`config.mk`:
```
export PLATFORM = sky130hd
export DESIGN_NAME = vga_scene
export DESIGN_NICKNAME = d
export VERILOG_FILES = /design/src/hdl/scene_pkg.sv /design/src/hdl/vga_timing_pkg.sv /design/src/hdl/backdrop_painter.sv /design/src/hdl/score_overlay.sv /design/src/hdl/score_regs.sv /design/src/hdl/vga_counters.sv /design/src/hdl/vga_scene.sv
export SDC_FILE = /design/constraint.sdc
export NUM_CORES = 1
export LEC_CHECK = 0
export ABC_AREA = 1
export ABC_CLOCK_PERIOD_IN_PS = 12300
export BUFFER_PORTS_ARGS = -buffer_cell sky130_fd_sc_hd__buf_2
export CAP_MARGIN = 5
export CORE_UTILIZATION = 40
export DETAILED_ROUTE_END_ITERATION = 10
export PLACE_DENSITY_LB_ADDON = 0.1
export REMOVE_ABC_BUFFERS = 1
export SETUP_SLACK_MARGIN = 0.02
export SLEW_MARGIN = 0
export SYNTH_ARGS = -nofsm -noshare
export SYNTH_HDL_FRONTEND = slang
export SYNTH_SLANG_ARGS = --single-unit
```
`constraint.sdc`:
```
create_clock -name clk -period 12.3 [get_ports clk]
set_input_delay 2.46 -clock clk [delete_from_list [all_inputs] [get_ports clk]]
set_output_delay 2.46 -clock clk [all_outputs]
set_load 0.05 [all_outputs]
```
`src/hdl/scene_pkg.sv`:
```
`default_nettype none

package scene_pkg;

    localparam int COLOR_W = 8;

    // Bus and register field widths
    localparam int ADDR_W  = 9;
    localparam int DATA_W  = 32;
    localparam int SCORE_W = 4;
    localparam int POS_W   = 8;

    // Sky by day and by night
    localparam logic [COLOR_W-1:0] SKY_DAY_R   = COLOR_W'(135);
    localparam logic [COLOR_W-1:0] SKY_DAY_G   = COLOR_W'(206);
    localparam logic [COLOR_W-1:0] SKY_DAY_B   = COLOR_W'(235);
    localparam logic [COLOR_W-1:0] SKY_NIGHT_R = COLOR_W'(10);
    localparam logic [COLOR_W-1:0] SKY_NIGHT_G = COLOR_W'(10);
    localparam logic [COLOR_W-1:0] SKY_NIGHT_B = COLOR_W'(40);

    // Black line at GROUND_LINE_V, light band down to GROUND_SPLIT_V
    localparam int GROUND_LINE_V  = 280;
    localparam int GROUND_SPLIT_V = 300;

    localparam logic [COLOR_W-1:0] GROUND_LIGHT_R = COLOR_W'(139);
    localparam logic [COLOR_W-1:0] GROUND_LIGHT_G = COLOR_W'(69);
    localparam logic [COLOR_W-1:0] GROUND_LIGHT_B = COLOR_W'(19);
    localparam logic [COLOR_W-1:0] GROUND_DARK_R  = COLOR_W'(100);
    localparam logic [COLOR_W-1:0] GROUND_DARK_G  = COLOR_W'(40);
    localparam logic [COLOR_W-1:0] GROUND_DARK_B  = COLOR_W'(10);

    // Sun centre and squared radii
    localparam int SUN_CX      = 1150;
    localparam int SUN_CY      = 80;
    localparam int SUN_CORE_R2 = 900;
    localparam int SUN_GLOW_R2 = 1200;

    localparam logic [COLOR_W-1:0] SUN_CORE_R = COLOR_W'(255);
    localparam logic [COLOR_W-1:0] SUN_CORE_G = COLOR_W'(255);
    localparam logic [COLOR_W-1:0] SUN_CORE_B = COLOR_W'(0);
    localparam logic [COLOR_W-1:0] SUN_GLOW_R = COLOR_W'(255);
    localparam logic [COLOR_W-1:0] SUN_GLOW_G = COLOR_W'(255);
    localparam logic [COLOR_W-1:0] SUN_GLOW_B = COLOR_W'(100);

    // Register map
    localparam logic [ADDR_W-1:0] REG_SCORE   = ADDR_W'(10);
    localparam logic [ADDR_W-1:0] REG_SCORE_X = ADDR_W'(11);
    localparam logic [ADDR_W-1:0] REG_SCORE_Y = ADDR_W'(12);

    localparam logic [POS_W-1:0] SCORE_RESET_X = POS_W'(25);
    localparam logic [POS_W-1:0] SCORE_RESET_Y = POS_W'(41);

    // Digit sits this far right of score_x
    localparam int DIGIT_OFFSET_X = 20;
    localparam int GLYPH_SIZE     = 8;

endpackage

`default_nettype wire

```
`src/hdl/vga_timing_pkg.sv`:
```
`default_nettype none

package vga_timing_pkg;

    // Horizontal raster, in pixel-clock counts
    localparam int H_ACTIVE = 1280;
    localparam int H_FRONT  = 32;
    localparam int H_SYNC   = 192;
    localparam int H_BACK   = 96;
    localparam int H_TOTAL  = 1600;

    // Vertical raster, in lines
    localparam int V_ACTIVE = 480;
    localparam int V_FRONT  = 10;
    localparam int V_SYNC   = 2;
    localparam int V_BACK   = 33;
    localparam int V_TOTAL  = 525;

    // Wide enough for H_TOTAL - 1 and V_TOTAL - 1
    localparam int HCOUNT_W = 11;
    localparam int VCOUNT_W = 10;

endpackage

`default_nettype wire

```
`src/hdl/backdrop_painter.sv`:
```
`default_nettype none
`timescale 1ns/1ns

module backdrop_painter #(
    parameter int night_delay = 10_000_000
) (
    input  logic                                clk,
    input  logic                                reset,
    input  logic [vga_timing_pkg::HCOUNT_W-1:0] hcount,
    input  logic [vga_timing_pkg::VCOUNT_W-1:0] vcount,
    output logic [scene_pkg::COLOR_W-1:0]       bg_r,
    output logic [scene_pkg::COLOR_W-1:0]       bg_g,
    output logic [scene_pkg::COLOR_W-1:0]       bg_b
);
    import vga_timing_pkg::*;
    import scene_pkg::*;

    localparam int TIMER_W = $clog2(night_delay + 1);

    logic [TIMER_W-1:0]        night_timer;
    logic                      night;
    logic signed [HCOUNT_W:0]  dx;
    logic signed [VCOUNT_W:0]  dy;
    logic [2*HCOUNT_W+2:0]     dist2;

    // Counts up once after reset, then stops with night set
    always_ff @(posedge clk or posedge reset) begin
        if (reset) begin
            night_timer <= '0;
            night       <= 1'b0;
        end else if (!night) begin
            if (night_timer == TIMER_W'(night_delay - 1)) begin
                night <= 1'b1;
            end else begin
                night_timer <= night_timer + 1'b1;
            end
        end
    end

    // Squared distance from the sun centre
    always_comb begin
        dx    = $signed({1'b0, hcount}) - $signed((HCOUNT_W + 1)'(SUN_CX));
        dy    = $signed({1'b0, vcount}) - $signed((VCOUNT_W + 1)'(SUN_CY));
        dist2 = dx * dx + dy * dy;
    end

    always_comb begin
        if (vcount < VCOUNT_W'(GROUND_LINE_V)) begin
            bg_r = night ? SKY_NIGHT_R : SKY_DAY_R;
            bg_g = night ? SKY_NIGHT_G : SKY_DAY_G;
            bg_b = night ? SKY_NIGHT_B : SKY_DAY_B;
        end else if (vcount == VCOUNT_W'(GROUND_LINE_V)) begin
            bg_r = '0;
            bg_g = '0;
            bg_b = '0;
        end else if (vcount < VCOUNT_W'(GROUND_SPLIT_V)) begin
            bg_r = GROUND_LIGHT_R;
            bg_g = GROUND_LIGHT_G;
            bg_b = GROUND_LIGHT_B;
        end else begin
            bg_r = GROUND_DARK_R;
            bg_g = GROUND_DARK_G;
            bg_b = GROUND_DARK_B;
        end

        // Sun goes on top of whatever band is under it
        if (dist2 < SUN_CORE_R2) begin
            bg_r = SUN_CORE_R;
            bg_g = SUN_CORE_G;
            bg_b = SUN_CORE_B;
        end else if (dist2 < SUN_GLOW_R2) begin
            bg_r = SUN_GLOW_R;
            bg_g = SUN_GLOW_G;
            bg_b = SUN_GLOW_B;
        end
    end

    assert property (@(posedge clk) disable iff (reset)
        night |=> night)
        else $error("backdrop_painter: night cleared without reset");

endmodule

`default_nettype wire

```
`src/hdl/score_overlay.sv`:
```
`default_nettype none
`timescale 1ns/1ns

module score_overlay (
    input  logic [vga_timing_pkg::HCOUNT_W-1:0] hcount,
    input  logic [vga_timing_pkg::VCOUNT_W-1:0] vcount,
    input  logic [scene_pkg::SCORE_W-1:0]       score,
    input  logic [scene_pkg::POS_W-1:0]         score_x,
    input  logic [scene_pkg::POS_W-1:0]         score_y,
    input  logic [scene_pkg::COLOR_W-1:0]       bg_r,
    input  logic [scene_pkg::COLOR_W-1:0]       bg_g,
    input  logic [scene_pkg::COLOR_W-1:0]       bg_b,
    output logic [scene_pkg::COLOR_W-1:0]       pix_r,
    output logic [scene_pkg::COLOR_W-1:0]       pix_g,
    output logic [scene_pkg::COLOR_W-1:0]       pix_b
);
    import vga_timing_pkg::*;
    import scene_pkg::*;

    // Digits 0..9, top row first, bit 7 is the leftmost pixel
    localparam logic [GLYPH_SIZE-1:0] FONT [0:9][0:GLYPH_SIZE-1] = '{
        '{8'h3C, 8'h66, 8'h6E, 8'h7E, 8'h76, 8'h66, 8'h3C, 8'h00},
        '{8'h18, 8'h38, 8'h18, 8'h18, 8'h18, 8'h18, 8'h7E, 8'h00},
        '{8'h3C, 8'h66, 8'h06, 8'h1C, 8'h30, 8'h66, 8'h7E, 8'h00},
        '{8'h3C, 8'h66, 8'h06, 8'h1C, 8'h06, 8'h66, 8'h3C, 8'h00},
        '{8'h0C, 8'h1C, 8'h2C, 8'h4C, 8'h7E, 8'h0C, 8'h0C, 8'h00},
        '{8'h7E, 8'h60, 8'h7C, 8'h06, 8'h06, 8'h66, 8'h3C, 8'h00},
        '{8'h3C, 8'h66, 8'h60, 8'h7C, 8'h66, 8'h66, 8'h3C, 8'h00},
        '{8'h7E, 8'h06, 8'h0C, 8'h18, 8'h30, 8'h30, 8'h30, 8'h00},
        '{8'h3C, 8'h66, 8'h66, 8'h3C, 8'h66, 8'h66, 8'h3C, 8'h00},
        '{8'h3C, 8'h66, 8'h66, 8'h3E, 8'h06, 8'h66, 8'h3C, 8'h00}
    };

    logic [HCOUNT_W-1:0]            digit_left;
    logic [HCOUNT_W-1:0]            col_off;
    logic [VCOUNT_W-1:0]            row_off;
    logic [$clog2(GLYPH_SIZE)-1:0]  col_idx;
    logic [$clog2(GLYPH_SIZE)-1:0]  bit_idx;
    logic [GLYPH_SIZE-1:0]          glyph_bits;
    logic                           in_box;
    logic                           hit;

    assign digit_left = HCOUNT_W'(score_x) + HCOUNT_W'(DIGIT_OFFSET_X);

    // Left of or above the box wraps to a large offset
    assign col_off = hcount - digit_left;
    assign row_off = vcount - VCOUNT_W'(score_y);
    assign in_box  = (col_off < HCOUNT_W'(GLYPH_SIZE)) && (row_off < VCOUNT_W'(GLYPH_SIZE));

    assign col_idx = col_off[$clog2(GLYPH_SIZE)-1:0];
    // 7 - column
    assign bit_idx = ~col_idx;

    assign glyph_bits = (score <= SCORE_W'(9)) ?
                        FONT[score][row_off[$clog2(GLYPH_SIZE)-1:0]] : '0;

    assign hit = in_box && glyph_bits[bit_idx];

    always_comb begin
        if (hit) begin
            pix_r = '0;
            pix_g = '0;
            pix_b = '0;
        end else begin
            pix_r = bg_r;
            pix_g = bg_g;
            pix_b = bg_b;
        end
    end

endmodule

`default_nettype wire

```
`src/hdl/score_regs.sv`:
```
`default_nettype none
`timescale 1ns/1ns

module score_regs (
    input  logic                          clk,
    input  logic                          reset,
    input  logic                          chipselect,
    input  logic                          write,
    input  logic [scene_pkg::ADDR_W-1:0]  address,
    input  logic [scene_pkg::DATA_W-1:0]  writedata,
    output logic [scene_pkg::SCORE_W-1:0] score,
    output logic [scene_pkg::POS_W-1:0]   score_x,
    output logic [scene_pkg::POS_W-1:0]   score_y
);
    import scene_pkg::*;

    logic wr_en;

    // Single-cycle strobe, always accepted
    assign wr_en = chipselect && write;

    always_ff @(posedge clk or posedge reset) begin
        if (reset) begin
            score   <= '0;
            score_x <= SCORE_RESET_X;
            score_y <= SCORE_RESET_Y;
        end else if (wr_en) begin
            case (address)
                REG_SCORE: begin
                    score <= writedata[SCORE_W-1:0];
                end
                REG_SCORE_X: begin
                    score_x <= writedata[POS_W-1:0];
                end
                REG_SCORE_Y: begin
                    score_y <= writedata[POS_W-1:0];
                end
                default: begin
                    // unmapped addresses are dropped
                end
            endcase
        end
    end

    assert property (@(posedge clk) disable iff (reset)
        wr_en |-> !$isunknown({address, writedata}))
        else $error("score_regs: unknown address or data during a write");

endmodule

`default_nettype wire

```
`src/hdl/vga_counters.sv`:
```
`default_nettype none
`timescale 1ns/1ns

module vga_counters (
    input  logic                                clk,
    input  logic                                reset,
    output logic [vga_timing_pkg::HCOUNT_W-1:0] hcount,
    output logic [vga_timing_pkg::VCOUNT_W-1:0] vcount,
    output logic                                hsync,
    output logic                                vsync,
    output logic                                blank_n,
    output logic                                pix_clk
);
    import vga_timing_pkg::*;

    logic end_of_line;
    logic end_of_frame;

    assign end_of_line  = (hcount == HCOUNT_W'(H_TOTAL - 1));
    assign end_of_frame = (vcount == VCOUNT_W'(V_TOTAL - 1));

    always_ff @(posedge clk or posedge reset) begin
        if (reset) begin
            hcount <= '0;
        end else if (end_of_line) begin
            hcount <= '0;
        end else begin
            hcount <= hcount + 1'b1;
        end
    end

    // Lines advance only on the last count of a line
    always_ff @(posedge clk or posedge reset) begin
        if (reset) begin
            vcount <= '0;
        end else if (end_of_line) begin
            if (end_of_frame) begin
                vcount <= '0;
            end else begin
                vcount <= vcount + 1'b1;
            end
        end
    end

    // Both syncs are active low
    assign hsync = !((hcount >= HCOUNT_W'(H_ACTIVE + H_FRONT)) &&
                     (hcount < HCOUNT_W'(H_ACTIVE + H_FRONT + H_SYNC)));
    assign vsync = !((vcount >= VCOUNT_W'(V_ACTIVE + V_FRONT)) &&
                     (vcount < VCOUNT_W'(V_ACTIVE + V_FRONT + V_SYNC)));

    assign blank_n = (hcount < HCOUNT_W'(H_ACTIVE)) && (vcount < VCOUNT_W'(V_ACTIVE));
    assign pix_clk = hcount[0];

    assert property (@(posedge clk) disable iff (reset)
        (hcount < HCOUNT_W'(H_TOTAL)) && (vcount < VCOUNT_W'(V_TOTAL)))
        else $error("vga_counters: raster counter out of range");

endmodule

`default_nettype wire

```
`src/hdl/vga_scene.sv`:
```
`default_nettype none
`timescale 1ns/1ns

module vga_scene #(
    parameter int night_delay = 10_000_000
) (
    input  logic                          clk,
    input  logic                          reset,
    input  logic [scene_pkg::DATA_W-1:0]  writedata,
    input  logic                          write,
    input  logic                          chipselect,
    input  logic [scene_pkg::ADDR_W-1:0]  address,
    output logic [scene_pkg::COLOR_W-1:0] VGA_R,
    output logic [scene_pkg::COLOR_W-1:0] VGA_G,
    output logic [scene_pkg::COLOR_W-1:0] VGA_B,
    output logic                          VGA_CLK,
    output logic                          VGA_HS,
    output logic                          VGA_VS,
    output logic                          VGA_BLANK_n,
    output logic                          VGA_SYNC_n
);
    import vga_timing_pkg::*;
    import scene_pkg::*;

    logic [HCOUNT_W-1:0] hcount;
    logic [VCOUNT_W-1:0] vcount;
    logic                blank_n;
    logic [SCORE_W-1:0]  score;
    logic [POS_W-1:0]    score_x;
    logic [POS_W-1:0]    score_y;
    logic [COLOR_W-1:0]  bg_r;
    logic [COLOR_W-1:0]  bg_g;
    logic [COLOR_W-1:0]  bg_b;
    logic [COLOR_W-1:0]  pix_r;
    logic [COLOR_W-1:0]  pix_g;
    logic [COLOR_W-1:0]  pix_b;

    vga_counters counters0 (
        .clk     (clk),
        .reset   (reset),
        .hcount  (hcount),
        .vcount  (vcount),
        .hsync   (VGA_HS),
        .vsync   (VGA_VS),
        .blank_n (blank_n),
        .pix_clk (VGA_CLK)
    );

    score_regs regs0 (
        .clk        (clk),
        .reset      (reset),
        .chipselect (chipselect),
        .write      (write),
        .address    (address),
        .writedata  (writedata),
        .score      (score),
        .score_x    (score_x),
        .score_y    (score_y)
    );

    backdrop_painter #(
        .night_delay (night_delay)
    ) backdrop0 (
        .clk    (clk),
        .reset  (reset),
        .hcount (hcount),
        .vcount (vcount),
        .bg_r   (bg_r),
        .bg_g   (bg_g),
        .bg_b   (bg_b)
    );

    score_overlay overlay0 (
        .hcount  (hcount),
        .vcount  (vcount),
        .score   (score),
        .score_x (score_x),
        .score_y (score_y),
        .bg_r    (bg_r),
        .bg_g    (bg_g),
        .bg_b    (bg_b),
        .pix_r   (pix_r),
        .pix_g   (pix_g),
        .pix_b   (pix_b)
    );

    // One cycle behind the counters, black outside the active area
    always_ff @(posedge clk or posedge reset) begin
        if (reset) begin
            VGA_R <= '0;
            VGA_G <= '0;
            VGA_B <= '0;
        end else if (blank_n) begin
            VGA_R <= pix_r;
            VGA_G <= pix_g;
            VGA_B <= pix_b;
        end else begin
            VGA_R <= '0;
            VGA_G <= '0;
            VGA_B <= '0;
        end
    end

    assign VGA_BLANK_n = blank_n;
    assign VGA_SYNC_n  = 1'b0;

endmodule

`default_nettype wire

```
# [After elaboration in Yosys (flattened, before gate mapping)]
# Memory sizes are Yosys's and may differ from the RTL's.
# Index checks and enable logic that the tools add are counted.
[totals] reg_bits=90 rom_bits=1024 memories=1
[op_classes] addsub=9 mul=2 n_lt_le_gt_ge=16 eq_ne=7 n_mux=36 bitwise_logic=5 reduce_logical=12
[memory_table] name="(name not given)" depth=16 word_bits=64 rd=1 rd_clocked_by_memory_dff=0 write_ports=0 line_no="score_overlay.sv:55" source="FONT[score][row_off[$clog2(GLYPH_SIZE)-1:0]] : '0;"
[ops] cell="$mux 8" n=25
[ops] cell="$mux 64" n=2
[ops] cell="$lt 10x9->1 const B" n=4
[ops] cell="$eq 9x4->1 const B" n=3
[ops] cell="$add 25x25->25" n=1
[ops] cell="$lt 25x10->1 const B" n=1
[ops] cell="$lt 25x11->1 const B" n=1
[ops] cell="$add 24x1->24 const B" n=1
[ops] cell="$bmux 8 s3" n=1
[ops] cell="$eq 24x24->1 const B" n=1
[ops] cell="$mul 12x12->24" n=1
[ops] cell="$lt 11x11->1 const B" n=2
[ops] cell="$mul 11x11->22" n=1
[ops] cell="$sub 11x11->12 const B" n=1
[ops] cell="$add 11x1->11 const B" n=1
[ops] cell="$eq 11x11->1 const B" n=1
[ops] cell="$ge 11x11->1 const B" n=1
[ops] cell="$lt 11x4->1 const B" n=1
[ops] cell="$mux 11" n=1
[ops] cell="$sub 10x7->11 const B" n=1
[ops] cell="$sub 11x11->11" n=1
[ops] cell="$add 10x1->10 const B" n=1
[ops] cell="$eq 10x10->1 const B" n=1
[ops] cell="$eq 10x9->1 const B" n=1
[ops] cell="other kinds (20)" n=32

# [Logic depth before layout (Yosys ltp)]
# Gate-level depths: netlist of the first run.
[logic_depth] word_depth=13 mapped_depth=47

# [Modules after synthesis]
# From an unflattened synthesis of the first run, not the netlist that was laid out.
[unflattened] cells_unflattened=2314 hier_area_um2=17336.6
[modules_own_cells] mod="backdrop_painter" instances=1 cells_per_inst=1592 area_per_inst_um2=12474.5
[modules_own_cells] mod="score_overlay" instances=1 cells_per_inst=378 area_per_inst_um2=1901.8
[modules_own_cells] mod="vga_counters" instances=1 cells_per_inst=159 area_per_inst_um2=1219.9
[modules_own_cells] mod="score_regs" instances=1 cells_per_inst=108 area_per_inst_um2=922.1
[modules_own_cells] mod="vga_scene" instances=1 cells_per_inst=77 area_per_inst_um2=818.3

# [Worst setup path after synthesis of the first run]
# No wires, ideal clock.
[synth_path] path_kind="reg-to-reg" start="register counters0.vcount[4] (netlist name)" end="register VGA_G[5] (netlist name)" setup_time_ns=0.067 t_arrival_ns=7.313 required_ns=12.233 slack_ns=4.920 stages_incl_launch_ff=37 path_buffers=1 path_cell_list="dfrtp_1 clkinv_1 ha_1 nor2_1 inv_1 nand2_1 clkbuf_1 nor2_1 fa_1 fa_1 inv_1 fa_1 inv_1 fa_1 inv_1 fa_1 inv_1 ha_1 inv_1 nor3_1 nand2_1 inv_1 nand4_1 o211ai_1 xor2_1 ha_1 nand2_1 nand2_1 o21bai_1 a21oi_1 nand3_1 nand2_1 nand2_1 nor2_2 nand3_4 nand3b_4 nand2_1"
[synth_via] elab_chain_cells=8
[synth_lines] item="start: declaration" line_no="vga_counters.sv:8" source="output logic [vga_timing_pkg::VCOUNT_W-1:0] vcount,"
[synth_lines] item="start signal: assignment" line_no="vga_counters.sv:40" source="vcount <= vcount + 1'b1;"
[synth_lines] item="$sub 10x7->11 / $lt 10x9->1 (equally long branches)" line_no="backdrop_painter.sv:43, backdrop_painter.sv:56"
[synth_lines] item="$mul 11x11->22 / $mux 7 (equally long branches)" line_no="backdrop_painter.sv:44, backdrop_painter.sv:56"
[synth_lines] item="$add 25x25->25 / $mux 8 (equally long branches)" line_no="backdrop_painter.sv:44, backdrop_painter.sv:52"
[synth_lines] item="$lt 25x11->1 / $mux 8 (equally long branches)" line_no="backdrop_painter.sv:71, backdrop_painter.sv:48"
[synth_lines] item="$mux 8" line_no="backdrop_painter.sv:71" source="end else if (dist2 < SUN_GLOW_R2) begin"
[synth_lines] item="$mux 8" line_no="backdrop_painter.sv:67" source="if (dist2 < SUN_CORE_R2) begin"
[synth_lines] item="$mux 8" line_no="score_overlay.sv:60" source="if (hit) begin"
[synth_lines] item="$mux 8 (*)" line_no="vga_scene.sv:93" source="end else if (blank_n) begin"
[synth_lines] item="end signal: assignment" line_no="vga_scene.sv:95" source="VGA_G <= pix_g;"
[synth_lines] item="end: declaration" line_no="vga_scene.sv:14" source="output logic [scene_pkg::COLOR_W-1:0] VGA_G,"
# Every way passes the cells marked *; elsewhere a longest branch is shown, timed or not.
# A chain may end at the register's enable or synchronous reset.

# [Worst setup path in the final report of the first run]
[layout_path] start="register counters0.vcount[4] (netlist name)" end="register VGA_B[5] (netlist name)"
[layout_via] elab_chain_cells=8
[layout_lines] item="$sub 10x7->11" line_no="backdrop_painter.sv:43" source="dy = $signed({1'b0, vcount}) - $signed((VCOUNT_W + 1)'(SUN_CY));"
[layout_lines] item="$mul 11x11->22" line_no="backdrop_painter.sv:44" source="dist2 = dx * dx + dy * dy;"
[layout_lines] item="$add 25x25->25" line_no="backdrop_painter.sv:44"
[layout_lines] item="$lt 25x11->1" line_no="backdrop_painter.sv:71"
[layout_lines] item="$mux 8" line_no="backdrop_painter.sv:71"
[layout_lines] item="$mux 8" line_no="backdrop_painter.sv:67"
[layout_lines] item="$mux 8" line_no="score_overlay.sv:60"
[layout_lines] item="$mux 8 (*)" line_no="vga_scene.sv:93"
[layout_lines] item="end signal: assignment" line_no="vga_scene.sv:96" source="VGA_B <= pix_b;"
[layout_lines] item="end: declaration" line_no="vga_scene.sv:15" source="output logic [scene_pkg::COLOR_W-1:0] VGA_B,"
# Marks and branches as above.

==> reports/results.ini, run 1 <==
[final_layout]
area_growth_syn_to_layout_pct=6.82
finish.cell_count_without_fillers=2872
count_of_antenna_diodes_in_the_layout=0
fin_area_mm2=0.0180
layout.cells.most_common_list=sky130_fd_sc_hd__inv_1, sky130_fd_sc_hd__nand2_1, sky130_fd_sc_hd__fa_1
layout_commonest_cell=sky130_fd_sc_hd__inv_1
finish.net_count=2769
drive_above_1_share_pct=5.34

[clocking]
cts.htree.levels=3
cts_max_path_buffers=2
clock_latency_on_the_worst_skew_pair_ps=350
number_of_resized_instances_in_the_post_cts_repair_step=0
clock-root-buffer=sky130_fd_sc_hd__clkbuf_16
cts.reportedPaths.clkPinSlew_ps=70
cts_hold_buf=0
cts.sink_count=84
numCtsBuffers=9
tritoncts=done
number_of_buffers_added_for_setup_after_cts=0

[synthesis]
yosys.area_share.adder_pct=39.0
post_synth_inst_count=2303
syn-cell-area_mm2=0.0169
ys_seq_elements=84
synth_compound_gate_area_share_pct=6.08
synth_mux_area_share_pct=0
synth_simple_gate_area_share_pct=23.2
post_synth_main_area_contributors=sky130_fd_sc_hd__fa_1, sky130_fd_sc_hd__inv_1, sky130_fd_sc_hd__ha_1
synth.distinct_cells=52
yosysWarnings=0
synth.avg_cell_area_um2=7.33
synth_xor_area_share_pct=5.08
synth_top_cell_area_share_pct=27.0
synth_area_leader_cell=sky130_fd_sc_hd__fa_1
seq_area_frac_synth_pct=12.5
main_combinational_cell_family_by_area_after_synthesis=adder cells

[pwr]
power.clock.fraction_pct=51.8
power.total_uw=655
net-switching-power_uw=145
internal_power_uw=510
power.switching_fraction_pct=22.2
combinationalPowerShare_pct=5.6
power.density_mw_per_mm2=36.3
pwr-share-seq_pct=42.6
static-leakage-power_nw=9.82
ir_worst_vdd_mv=0.0546

[global_route]
number_of_antenna_violations_at_the_first_check_in_global_routing=0
first_global_vias=13800
grt_max_degree=85
grt_ovf=0
grt_pass1_wl_um=70000
globalRouteTotalUtil_pct=19.9

[sta]
layout_min_cycle_time_ps=9660
relSlewSlack_pct=29.3
finalSetupViolations=0
worstMarginPinSlew_ps=1060
min_period_over_period_pct=78.6
timing_max_transition_violations_final=0
timing.setup.tns_ps=0
fmaxAchievable_ghz=0.103
finalHoldViolCount=0
rsz_0062_raised_after_global_routing=false
finalClockSkew_ps=5.76
holdWs_ps=491

[worst_setup_path]
timing.critical_path.slowest_cell_delay_ps=790
critical_path.startpoint_type=flop
worstPathArrival_ps=9890
timing.critical_path.to_type=flop
worst_path_max_delay_cell=sky130_fd_sc_hd__dfrtp_1
timing.critical_path.fanout_max=14
worstSetupPathType=flop to flop
required_ps=12530

[placed_design]
weighted_congestion_at_the_end_of_routability_driven_global_placement=0.874
placed_standard_cell_area_mm2=0.0177
io_buffer_count=48
hpwl_reported_at_the_end_of_detailed_placement_um=35300
placed_cells=2856

[hold_path]
timing.hold.worst.class=flop to flop

[run_status]
run_status=completed

[run]
max_cap_check_violation_count=0

[die]
dieArea_mm2=0.0430
num_rows=74
floorplan.die.width_um=207
starting_density_pct=41.0
floorplan.die.height_um=207
core_region_area_mm2=0.0412
io-pin-count=74

[route]
postRouteWirelength_um=40900
post_drt_via_cell_ratio=4.81
post_drt_wl_per_cell_um=14.2
antenna_violating_nets_post_route=0
vias=13800
detail_route.drc_violations=0
dr.pass1.iters=5
drtIter0Drc=768

area by class of cell:
| type | instances | area [µm²] |
|---|---|---|
| clock buffers | 9 | 225 |
| well taps | 532 | 666 |
| repair buffers | 54 | 285 |
| inverters | 588 | 2210 |
| fillers | 4268 | 23200 |
| multi-input cells | 1598 | 12400 |
| flip-flops and latches | 84 | 2110 |
| clock inverters | 7 | 145 |
stage by stage:
step	setup slack [ps]	utilization (%)
floorplan	4640	-
global placement	2730	42.9
detailed placement	2710	42.9
CTS	2630	43.8
global route	1870	43.8
finish	2640	43.8
critical path, delay by kind of cell, from the launching register on:
| kind | cells | cell delay [ps] |
|---|---|---|
| AOI/OAI and AO/OA | 3 | 500 |
| xor gates and xnor gates | 1 | 410 |
| and+or+nand+nor | 17 | 2440 |
| adders and majority gates | 8 | 3820 |
| buffers and inverters | 11 | 1550 |
| DFF | 1 | 790 |
synthesized netlist by cell type (all sizes together):
cell type,instances
conb,1
nor3b,1
or2,5
ha,161
inv,578
o31ai,3
dfrtp,78
o21bai,8
nand2,489
nand3,120
a31oi,7
xnor2,24
o221ai,1
and3,1
or3b,1
a2111oi,1
a21boi,1
o21a,1
nor4,10
o2111ai,1
a21oi,85
and2,4
dfstp,6
o21ai,66
o22ai,1
clkbuf,13
nor2,229
nand4,31
xor2,74
a21o,4
a211oi,1
nor3,26
o311ai,1
clkinv,10
fa,228
buf,20
nand3b,8
o211ai,4
path summary, 6_finish.rpt:
check | from | endpoint | slack (ps) | cells past startpoint
max | counters0.vcount[4] | VGA_B[5] | 2640 | 40
min | backdrop0.night_timer[8] | backdrop0.night_timer[8] | 490 | 1
max reg2reg | counters0.vcount[4] | VGA_B[5] | 2640 | 40
min reg2reg | backdrop0.night_timer[8] | backdrop0.night_timer[8] | 490 | 1
max in group asynchronous | reset | counters0.vcount[8] | 9190 | 3
min in group asynchronous | reset | backdrop0.night_timer[10] | 2430 | 3
power groups by stage:
stage / clock network (mW) / registers, mW / logic, mW
2_1_floorplan: 0 / 0.284 / 0.0250
3_3_place_gp: 0 / 0.284 / 0.0369
5_1_grt: 0.357 / 0.279 / 0.0422
6_report: 0.340 / 0.279 / 0.0365
4_1_cts: 0.347 / 0.279 / 0.0373
3_5_place_dp: 0 / 0.284 / 0.0371
layer usage:
metal  routed length (µm)  GRT usage, %  vias to the layer above
li1                     -             -                     6987
met1                19800          28.0                     6593
met2                19600          34.0                      199
met3                  965          1.09                       24
met4                  414          3.37                        0
met5                    0             0                        -
cell families after synthesis:
| group | after synthesis |
|---|---|
| other cells | 1 |
| simple gates | 925 |
| buf+inv | 621 |
| compound gates | 185 |
| xor+xnor | 98 |
| fa+ha+maj | 389 |
| flops | 84 |
flip-flops by register name, indices dropped and copies added, names as in the netlist:
register and cells:
VGA_G 7, backdrop0.night_timer 24, counters0.hcount 11, regs0.score_x 8, backdrop0.night 1, regs0.score 4
counters0.vcount 10, regs0.score_y 8, VGA_R 3, VGA_B 8
Note: power is estimated with default switching activity, not from simulation.
==> inputs of run 2 (changes only) <==
--- a/config.mk
+++ b/config.mk
@@ -5,8 +5,8 @@
 export SDC_FILE = /design/constraint.sdc
 export NUM_CORES = 1
 export LEC_CHECK = 0
-export ABC_AREA = 1
-export ABC_CLOCK_PERIOD_IN_PS = 12300
+export ABC_AREA = 0
+export ABC_CLOCK_PERIOD_IN_PS = 9100
 export BUFFER_PORTS_ARGS = -buffer_cell sky130_fd_sc_hd__buf_2
 export CAP_MARGIN = 5
 export CORE_UTILIZATION = 40
==> constraint.sdc (replaced) <==
create_clock -name clk -period 9.1 [get_ports clk]
set_input_delay 1.82 -clock clk [delete_from_list [all_inputs] [get_ports clk]]
set_output_delay 1.82 -clock clk [all_outputs]
set_load 0.05 [all_outputs]
==> run 2 against run 1 <==
Area after synthesis decreased by 6.0%. Synthesized cell count decreased by 21%. Clock power rose by 6.2%. Routed wire length fell by 11%. Via count shrank 13%. Critical path depth is 6 lower. Core utilization increased by 0.64 points. Largest cell class unchanged. Largest power group is now sequential cells.
==> reports/results.ini, run 2 <==
[run_status]
run_status=completed

[final_layout]
largest_register_ffs=24
layout_commonest_cell=sky130_fd_sc_hd__inv_1
area_growth_syn_to_layout_pct=8.89
layout.cells.most_common_list=sky130_fd_sc_hd__inv_1, sky130_fd_sc_hd__fa_1, sky130_fd_sc_hd__ha_1
finish.cell_count_without_fillers=2399
sequential_cell_area_mm2=0.00211
drive_above_1_share_pct=9.78
finish.net_count=2310
fillCellCount=3916
multi_input_logic_area_mm2=0.0121
largest_registers=backdrop0.night_timer x24, counters0.hcount x11, counters0.vcount x10
count_of_antenna_diodes_in_the_layout=0
largest-register=backdrop0.night_timer

[synthesis]
yosys.cell_count.top_type=sky130_fd_sc_hd__inv_1
asyncSetResetFlopFracSynth_pct=100
seq_area_frac_synth_pct=13.3
synth_simple_gate_area_share_pct=14.7
synth_common_cells=sky130_fd_sc_hd__inv_1, sky130_fd_sc_hd__fa_1, sky130_fd_sc_hd__ha_1
synth-edff-count=0
synth_xor_area_share_pct=6.49
synth_compound_gate_area_share_pct=11.3
synth_area_leader_cell=sky130_fd_sc_hd__fa_1
syn-cell-area_mm2=0.0159
synth.avg_cell_area_um2=8.78
main_combinational_cell_family_by_area_after_synthesis=adder cells
synth_mux_area_share_pct=1.77
synth.distinct_cells=91
yosys.area_share.adder_pct=41.4
ys_seq_elements=84
yosysWarnings=0
synth_top_cell_area_share_pct=28.7
post_synth_inst_count=1809
synth_flop_type=sky130_fd_sc_hd__dfrtp_1
post_synth_main_area_contributors=sky130_fd_sc_hd__fa_1, sky130_fd_sc_hd__ha_1, sky130_fd_sc_hd__dfrtp_1

[worst_setup_path]
worstSetupPathType=flop to flop
critical_path.startpoint_type=flop
worst_path_max_delay_cell=sky130_fd_sc_hd__fa_1
timing.rr.start=counters0.hcount[1]
worstPathArrival_ps=8820
timing.critical_path.slowest_cell_delay_ps=630
reg2reg_to=VGA_B[4]
timing.critical_path.fanout_max=18
regToRegSetupSlack_ps=540
timing.critical_path.to_type=flop
timing.critical_path.mode_cell=sky130_fd_sc_hd__fa_1
required_ps=9360
timing.reg2reg.worst_path_depth=34
startpoint=counters0.hcount[1]

[sta]
fmaxAchievable_ghz=0.117
layout_min_cycle_time_ps=8560
finalSetupViolations=0
finalClockSkew_ps=8.53
rsz_0062_raised_after_global_routing=false
min_period_over_period_pct=94.1
finalHoldViolCount=0
timing.setup.tns_ps=0
relSlewSlack_pct=24.1
worstMarginPinSlew_ps=1130
timing_max_transition_violations_final=0

[clocking]
clock_latency_on_the_worst_skew_pair_ps=350
cts.htree.levels=3
tritoncts=done
cts.reportedPaths.clkPinSlew_ps=70
clock-root-buffer=sky130_fd_sc_hd__clkbuf_16
cts.sink_count=84
cts_hold_buf=0
cts_max_path_buffers=2
numCtsBuffers=9

[route]
detail_route.drc_violations=0
postRouteWirelength_um=36200
antenna_violating_nets_post_route=0
dr.pass1.iters=7
post_drt_via_cell_ratio=5.01
post_drt_wl_per_cell_um=15.1
drtIter0Drc=594
vias=12000

[die]
dieArea_mm2=0.0405
starting_density_pct=40.8
floorplan.die.height_um=201
io-pin-count=74
floorplan.die.width_um=201
num_rows=72
core_region_area_mm2=0.0389

[placed_design]
io_buffer_count=48
hpwl_reported_at_the_end_of_detailed_placement_um=30600
weighted_congestion_at_the_end_of_routability_driven_global_placement=0.844
placed_cells=2379

[pwr]
power.density_mw_per_mm2=45.4
static-leakage-power_nw=8.62
power.total_uw=785
ir_worst_vdd_mv=0.0657

[global_route]
grt_pass1_wl_um=62500
first_global_vias=12200
number_of_antenna_violations_at_the_first_check_in_global_routing=0
globalRouteTotalUtil_pct=18.9
grt_ovf=0
grt_max_degree=52

[hold_path]
capture_endpoint_of_the_worst_hold_path=backdrop0.night_timer[5]
worst_hold_path.num_cells=1
timing.hold.worst.class=flop to flop
timing.hold.worst.start=backdrop0.night_timer[5]

[run]
max_cap_check_violation_count=0

[run 2: cell count changes after synthesis, moves of 19 or more]
cell / before / now
sky130_fd_sc_hd__inv_1: 566 / 382
sky130_fd_sc_hd__nand2_1: 480 / 126
sky130_fd_sc_hd__nand2b_1: 0 / 25
sky130_fd_sc_hd__nand3_1: 115 / 39
sky130_fd_sc_hd__nand4_1: 31 / 12
sky130_fd_sc_hd__nor2_1: 218 / 151
sky130_fd_sc_hd__nor2b_1: 0 / 20
sky130_fd_sc_hd__xnor2_1: 24 / 81
sky130_fd_sc_hd__xor2_1: 74 / 33
[run 2: kinds of logic (layout without fill, tap and decap cells)]
family                     count (synthesis)  in the layout
and+or+nand+nor                          485            485
buffers and inverters                    439            511
adders and majority gates                389            389
AOI/OAI and AO/OA                        270            270
xor gates and xnor gates                 116            116
DFF                                       84             84
muxes                                     25             25
other                                      1              1
[run 2: per-layer routing]
layer	wire length, µm	share of wire (%)	global-route usage, %	vias to the layer above
met5	0	0	0	-
met1	17200	48	26.5	5891
li1	-	-	-	5897
met3	975	2.7	1.31	33
met2	17400	48	32.0	198
met4	565	1.6	4.06	0
[run 2: area by class of cell]
type,count,share of cell area (%)
Timing Repair Buffer,106,4.00
Multi-Input combinational cell,1286,69.9
Inverter,389,8.48
Tap cell,518,3.75
Clock buffer,12,1.48
Sequential cell,84,12.2
Clock inverter,4,0.188
[run 2: critical path: cells and delay by family, from the launching register on]
family / cells / cell delay (ps)
XOR/XNOR: 1 / 160
AO/OA/AOI/OAI: 8 / 1630
buffers and inverters: 6 / 590
AND/OR/NAND/NOR: 10 / 1570
multiplexers: 1 / 380
adder cells (fa/ha/maj): 8 / 3760
flip-flops: 1 / 370
[run 2: timing repair]
action,in CTS,in global routing
setup buffers,0,4
setup endpoints to repair,0,18
gates resized for setup,0,15
[run 2: worst max-delay path by stage]
stage,to,slack [ps],depth (start not counted)
after global routing,VGA_B[1],20,34
after detailed placement,VGA_B[7],460,39
after floorplan,VGA_B[3],550,33
after CTS,VGA_B[7],410,39
after global placement,VGA_B[1],480,32
final,VGA_B[4],540,34
[run 2: through the flow]
step           worst slack [ps]  hold WS (ps)  instance area (µm²)  utilization, %
2_1_floorplan               551           442                15600               -
3_3_place_gp                482           458                16900            43.5
3_5_place_dp                459           458                16900            43.5
4_1_cts                     411           471                17200            44.2
5_1_grt                    20.6           504                17300            44.4
6_report                    540           470                17300            44.4
[run 2: report_power, final]
group,internal (mW),total [mW],switching (mW)
combinational,0.0168,0.0462,0.0294
clock,0.202,0.361,0.159
sequential,0.376,0.378,0.00274
total,0.594,0.785,0.191
==> inputs of run 3 (changes only) <==
--- a/config.mk
+++ b/config.mk
@@ -11,7 +11,8 @@
 export CAP_MARGIN = 5
 export CORE_UTILIZATION = 40
 export DETAILED_ROUTE_END_ITERATION = 10
-export PLACE_DENSITY_LB_ADDON = 0.1
+export GPL_TIMING_DRIVEN = 0
+export PLACE_DENSITY = 0.62
 export REMOVE_ABC_BUFFERS = 1
 export SETUP_SLACK_MARGIN = 0.02
 export SLEW_MARGIN = 0
==> run 3 against run 2 <==
Sequential power is essentially flat. Register-to-register slack lost 70 ps. Combinational power grew 1%. Flip-flop and latch count is the same. Via count grew 1.4%. Clock skew shrank 2.4 ps. Highest routed layer unchanged. Setup slack lost 70 ps. Routed wire length shrank 3.2%.
==> reports/results.ini, run 3 (synthesis results as in run 2) <==
[worst_setup_path]
worstPathArrival_ps=8840
timing.rr.start=counters0.vcount[4]
required_ps=9310
timing.reg2reg.worst_path_depth=34
worst_path_max_delay_cell=sky130_fd_sc_hd__fa_1
critical_path.startpoint_type=flop
timing.critical_path.to_type=flop
regToRegSetupSlack_ps=470
timing.critical_path.mode_cell=sky130_fd_sc_hd__fa_1
timing.critical_path.slowest_cell_delay_ps=540
worstSetupPathType=flop to flop
timing.critical_path.fanout_max=10
reg2reg_to=VGA_R[1]

[pwr]
ir_worst_vdd_mv=0.0969
power.switching_fraction_pct=25.5
combinationalPowerShare_pct=5.9
power.density_mw_per_mm2=45.2
internal_power_uw=588
pwr-share-seq_pct=47.9
net-switching-power_uw=202
static-leakage-power_nw=8.62
power.total_uw=790
power.clock.fraction_pct=46.2

[final_layout]
finish.utilization_pct=44.9
layout_commonest_cell=sky130_fd_sc_hd__inv_1
finish.net_count=2292
layout.cells.most_common_list=sky130_fd_sc_hd__inv_1, sky130_fd_sc_hd__fa_1, sky130_fd_sc_hd__ha_1
largest_register_ffs=24
largest_registers=backdrop0.night_timer x24, counters0.hcount x11, counters0.vcount x10
area_growth_syn_to_layout_pct=10.1
finish.cell_count_without_fillers=2381
count_of_antenna_diodes_in_the_layout=0
largest-register=backdrop0.night_timer
drive_above_1_share_pct=11.2

[global_route]
grt_max_degree=70
grt_pass1_wl_um=60200
number_of_antenna_violations_at_the_first_check_in_global_routing=0
globalRouteTotalUtil_pct=17.8
grt_ovf=0
first_global_vias=12400

[sta]
timing_max_transition_violations_final=0
rsz_0062_raised_after_global_routing=false
fmaxAchievable_ghz=0.116
min_period_over_period_pct=94.8
finalSetupViolations=0
worstMarginPinSlew_ps=1100
layout_min_cycle_time_ps=8630
finalHoldViolCount=0
finalClockSkew_ps=6.09
relSlewSlack_pct=26.0
post-route-worst-setup-slack_ps=470

[hold_path]
capture_endpoint_of_the_worst_hold_path=backdrop0.night_timer[5]
worst_hold_path.num_cells=1
timing.hold.worst.start=backdrop0.night_timer[5]
timing.hold.worst.class=flop to flop

[clocking]
tritoncts=done
numCtsBuffers=9
cts.reportedPaths.clkPinSlew_ps=70
clock-root-buffer=sky130_fd_sc_hd__clkbuf_16
cts.sink_count=84
cts.htree.levels=3
cts_max_path_buffers=2
clock_latency_on_the_worst_skew_pair_ps=350
cts_hold_buf=0

[die]
dieArea_mm2=0.0405
floorplan.die.height_um=201
num_rows=72
core_region_area_mm2=0.0389
io-pin-count=74
floorplan.die.width_um=201
starting_density_pct=40.8

[route]
antenna_violating_nets_post_route=0
drtIter0Drc=813
detail_route.drc_violations=0
post_drt_via_cell_ratio=5.12
vias=12200
postRouteWirelength_um=35000
post_drt_wl_per_cell_um=14.7
dr.pass1.iters=5

[placed_design]
io_buffer_count=48
hpwl_reported_at_the_end_of_detailed_placement_um=28600
weighted_congestion_at_the_end_of_routability_driven_global_placement=0.905
placed_cells=2327
worst_slack_after_detailed_placement_ps=-987

[run]
max_cap_check_violation_count=0

[run_status]
run_status=completed

## run 3: cell count changes in the layout (fill, tap and decap cells not counted), moves of 4 or more
cell and change:
sky130_fd_sc_hd__buf_4 -18, sky130_fd_sc_hd__clkinv_1 -4, sky130_fd_sc_hd__dfrtp_1 -8, sky130_fd_sc_hd__dfrtp_2 +7, sky130_fd_sc_hd__o21ai_1 +4, sky130_fd_sc_hd__xnor2_1 -7
sky130_fd_sc_hd__xnor2_2 +5, sky130_fd_sc_hd__xor2_1 -4
## run 3: worst max-delay path by stage
| stage | slack [ps] | to | start |
|---|---|---|---|
| 6_report | 470 | VGA_R[1] | counters0.vcount[4] |
| 5_1_grt | 10 | VGA_B[6] | counters0.hcount[2] |
| 4_1_cts | 30 | VGA_B[3] | counters0.hcount[2] |
| 3_5_place_dp | -990 | VGA_B[3] | counters0.vcount[4] |
| 3_3_place_gp | -1370 | VGA_B[1] | counters0.vcount[4] |
| 2_1_floorplan | 550 | VGA_B[3] | counters0.vcount[4] |
## run 3: worst max-delay path: cells and delay by family (launching register included)
kind	cells	cell delay [ps]
AND/OR/NAND/NOR	8	1490
adder cells (fa/ha/maj)	8	3450
AO/OA/AOI/OAI	9	1650
multiplexers	1	410
buffers and inverters	6	580
flip-flops	1	520
XOR/XNOR	2	360
## run 3: layout make-up
type / instances / area, µm²
clock inverter: 7 / 76.3
clock buffer: 9 / 225
timing repair buffer: 87 / 553
sequential: 84 / 2120
inverter: 389 / 1490
fill: 3874 / 21400
tap: 518 / 648
multi-input combinational: 1287 / 12400
## run 3: layer usage
metal	wire, µm	global-route usage [%]	part of all wire, %
met5	0	0	0
met2	17100	30.8	49
met3	1200	1.62	3.4
met1	16100	24.3	46
met4	636	3.79	1.8
## run 3: stage by stage
stage                     cell area [µm²]  hold slack, ps  TNS [ps]
after detailed placement            16500             458    -16460
after floorplan                     15600             442         0
after CTS                           17000             472         0
final                               17500             467         0
after global routing                17500             496         0
after global placement              16500             457    -23680
## run 3: repair_timing
| action | CTS | global route |
|---|---|---|
| cloned | 0 | 1 |
| gates resized for setup | 26 | 53 |
| pin swaps | 2 | 9 |
| setup buffers | 10 | 27 |
| setup endpoints to repair | 18 | 18 |
## run 3: power by group through the flow
stage                     clock network (mW)  registers, mW  logic, mW
after floorplan                            0          0.385     0.0308
after global placement                     0          0.385     0.0445
after detailed placement                   0          0.385     0.0466
after CTS                              0.375          0.378     0.0470
after global routing                   0.392          0.378     0.0520
final                                  0.365          0.378     0.0467
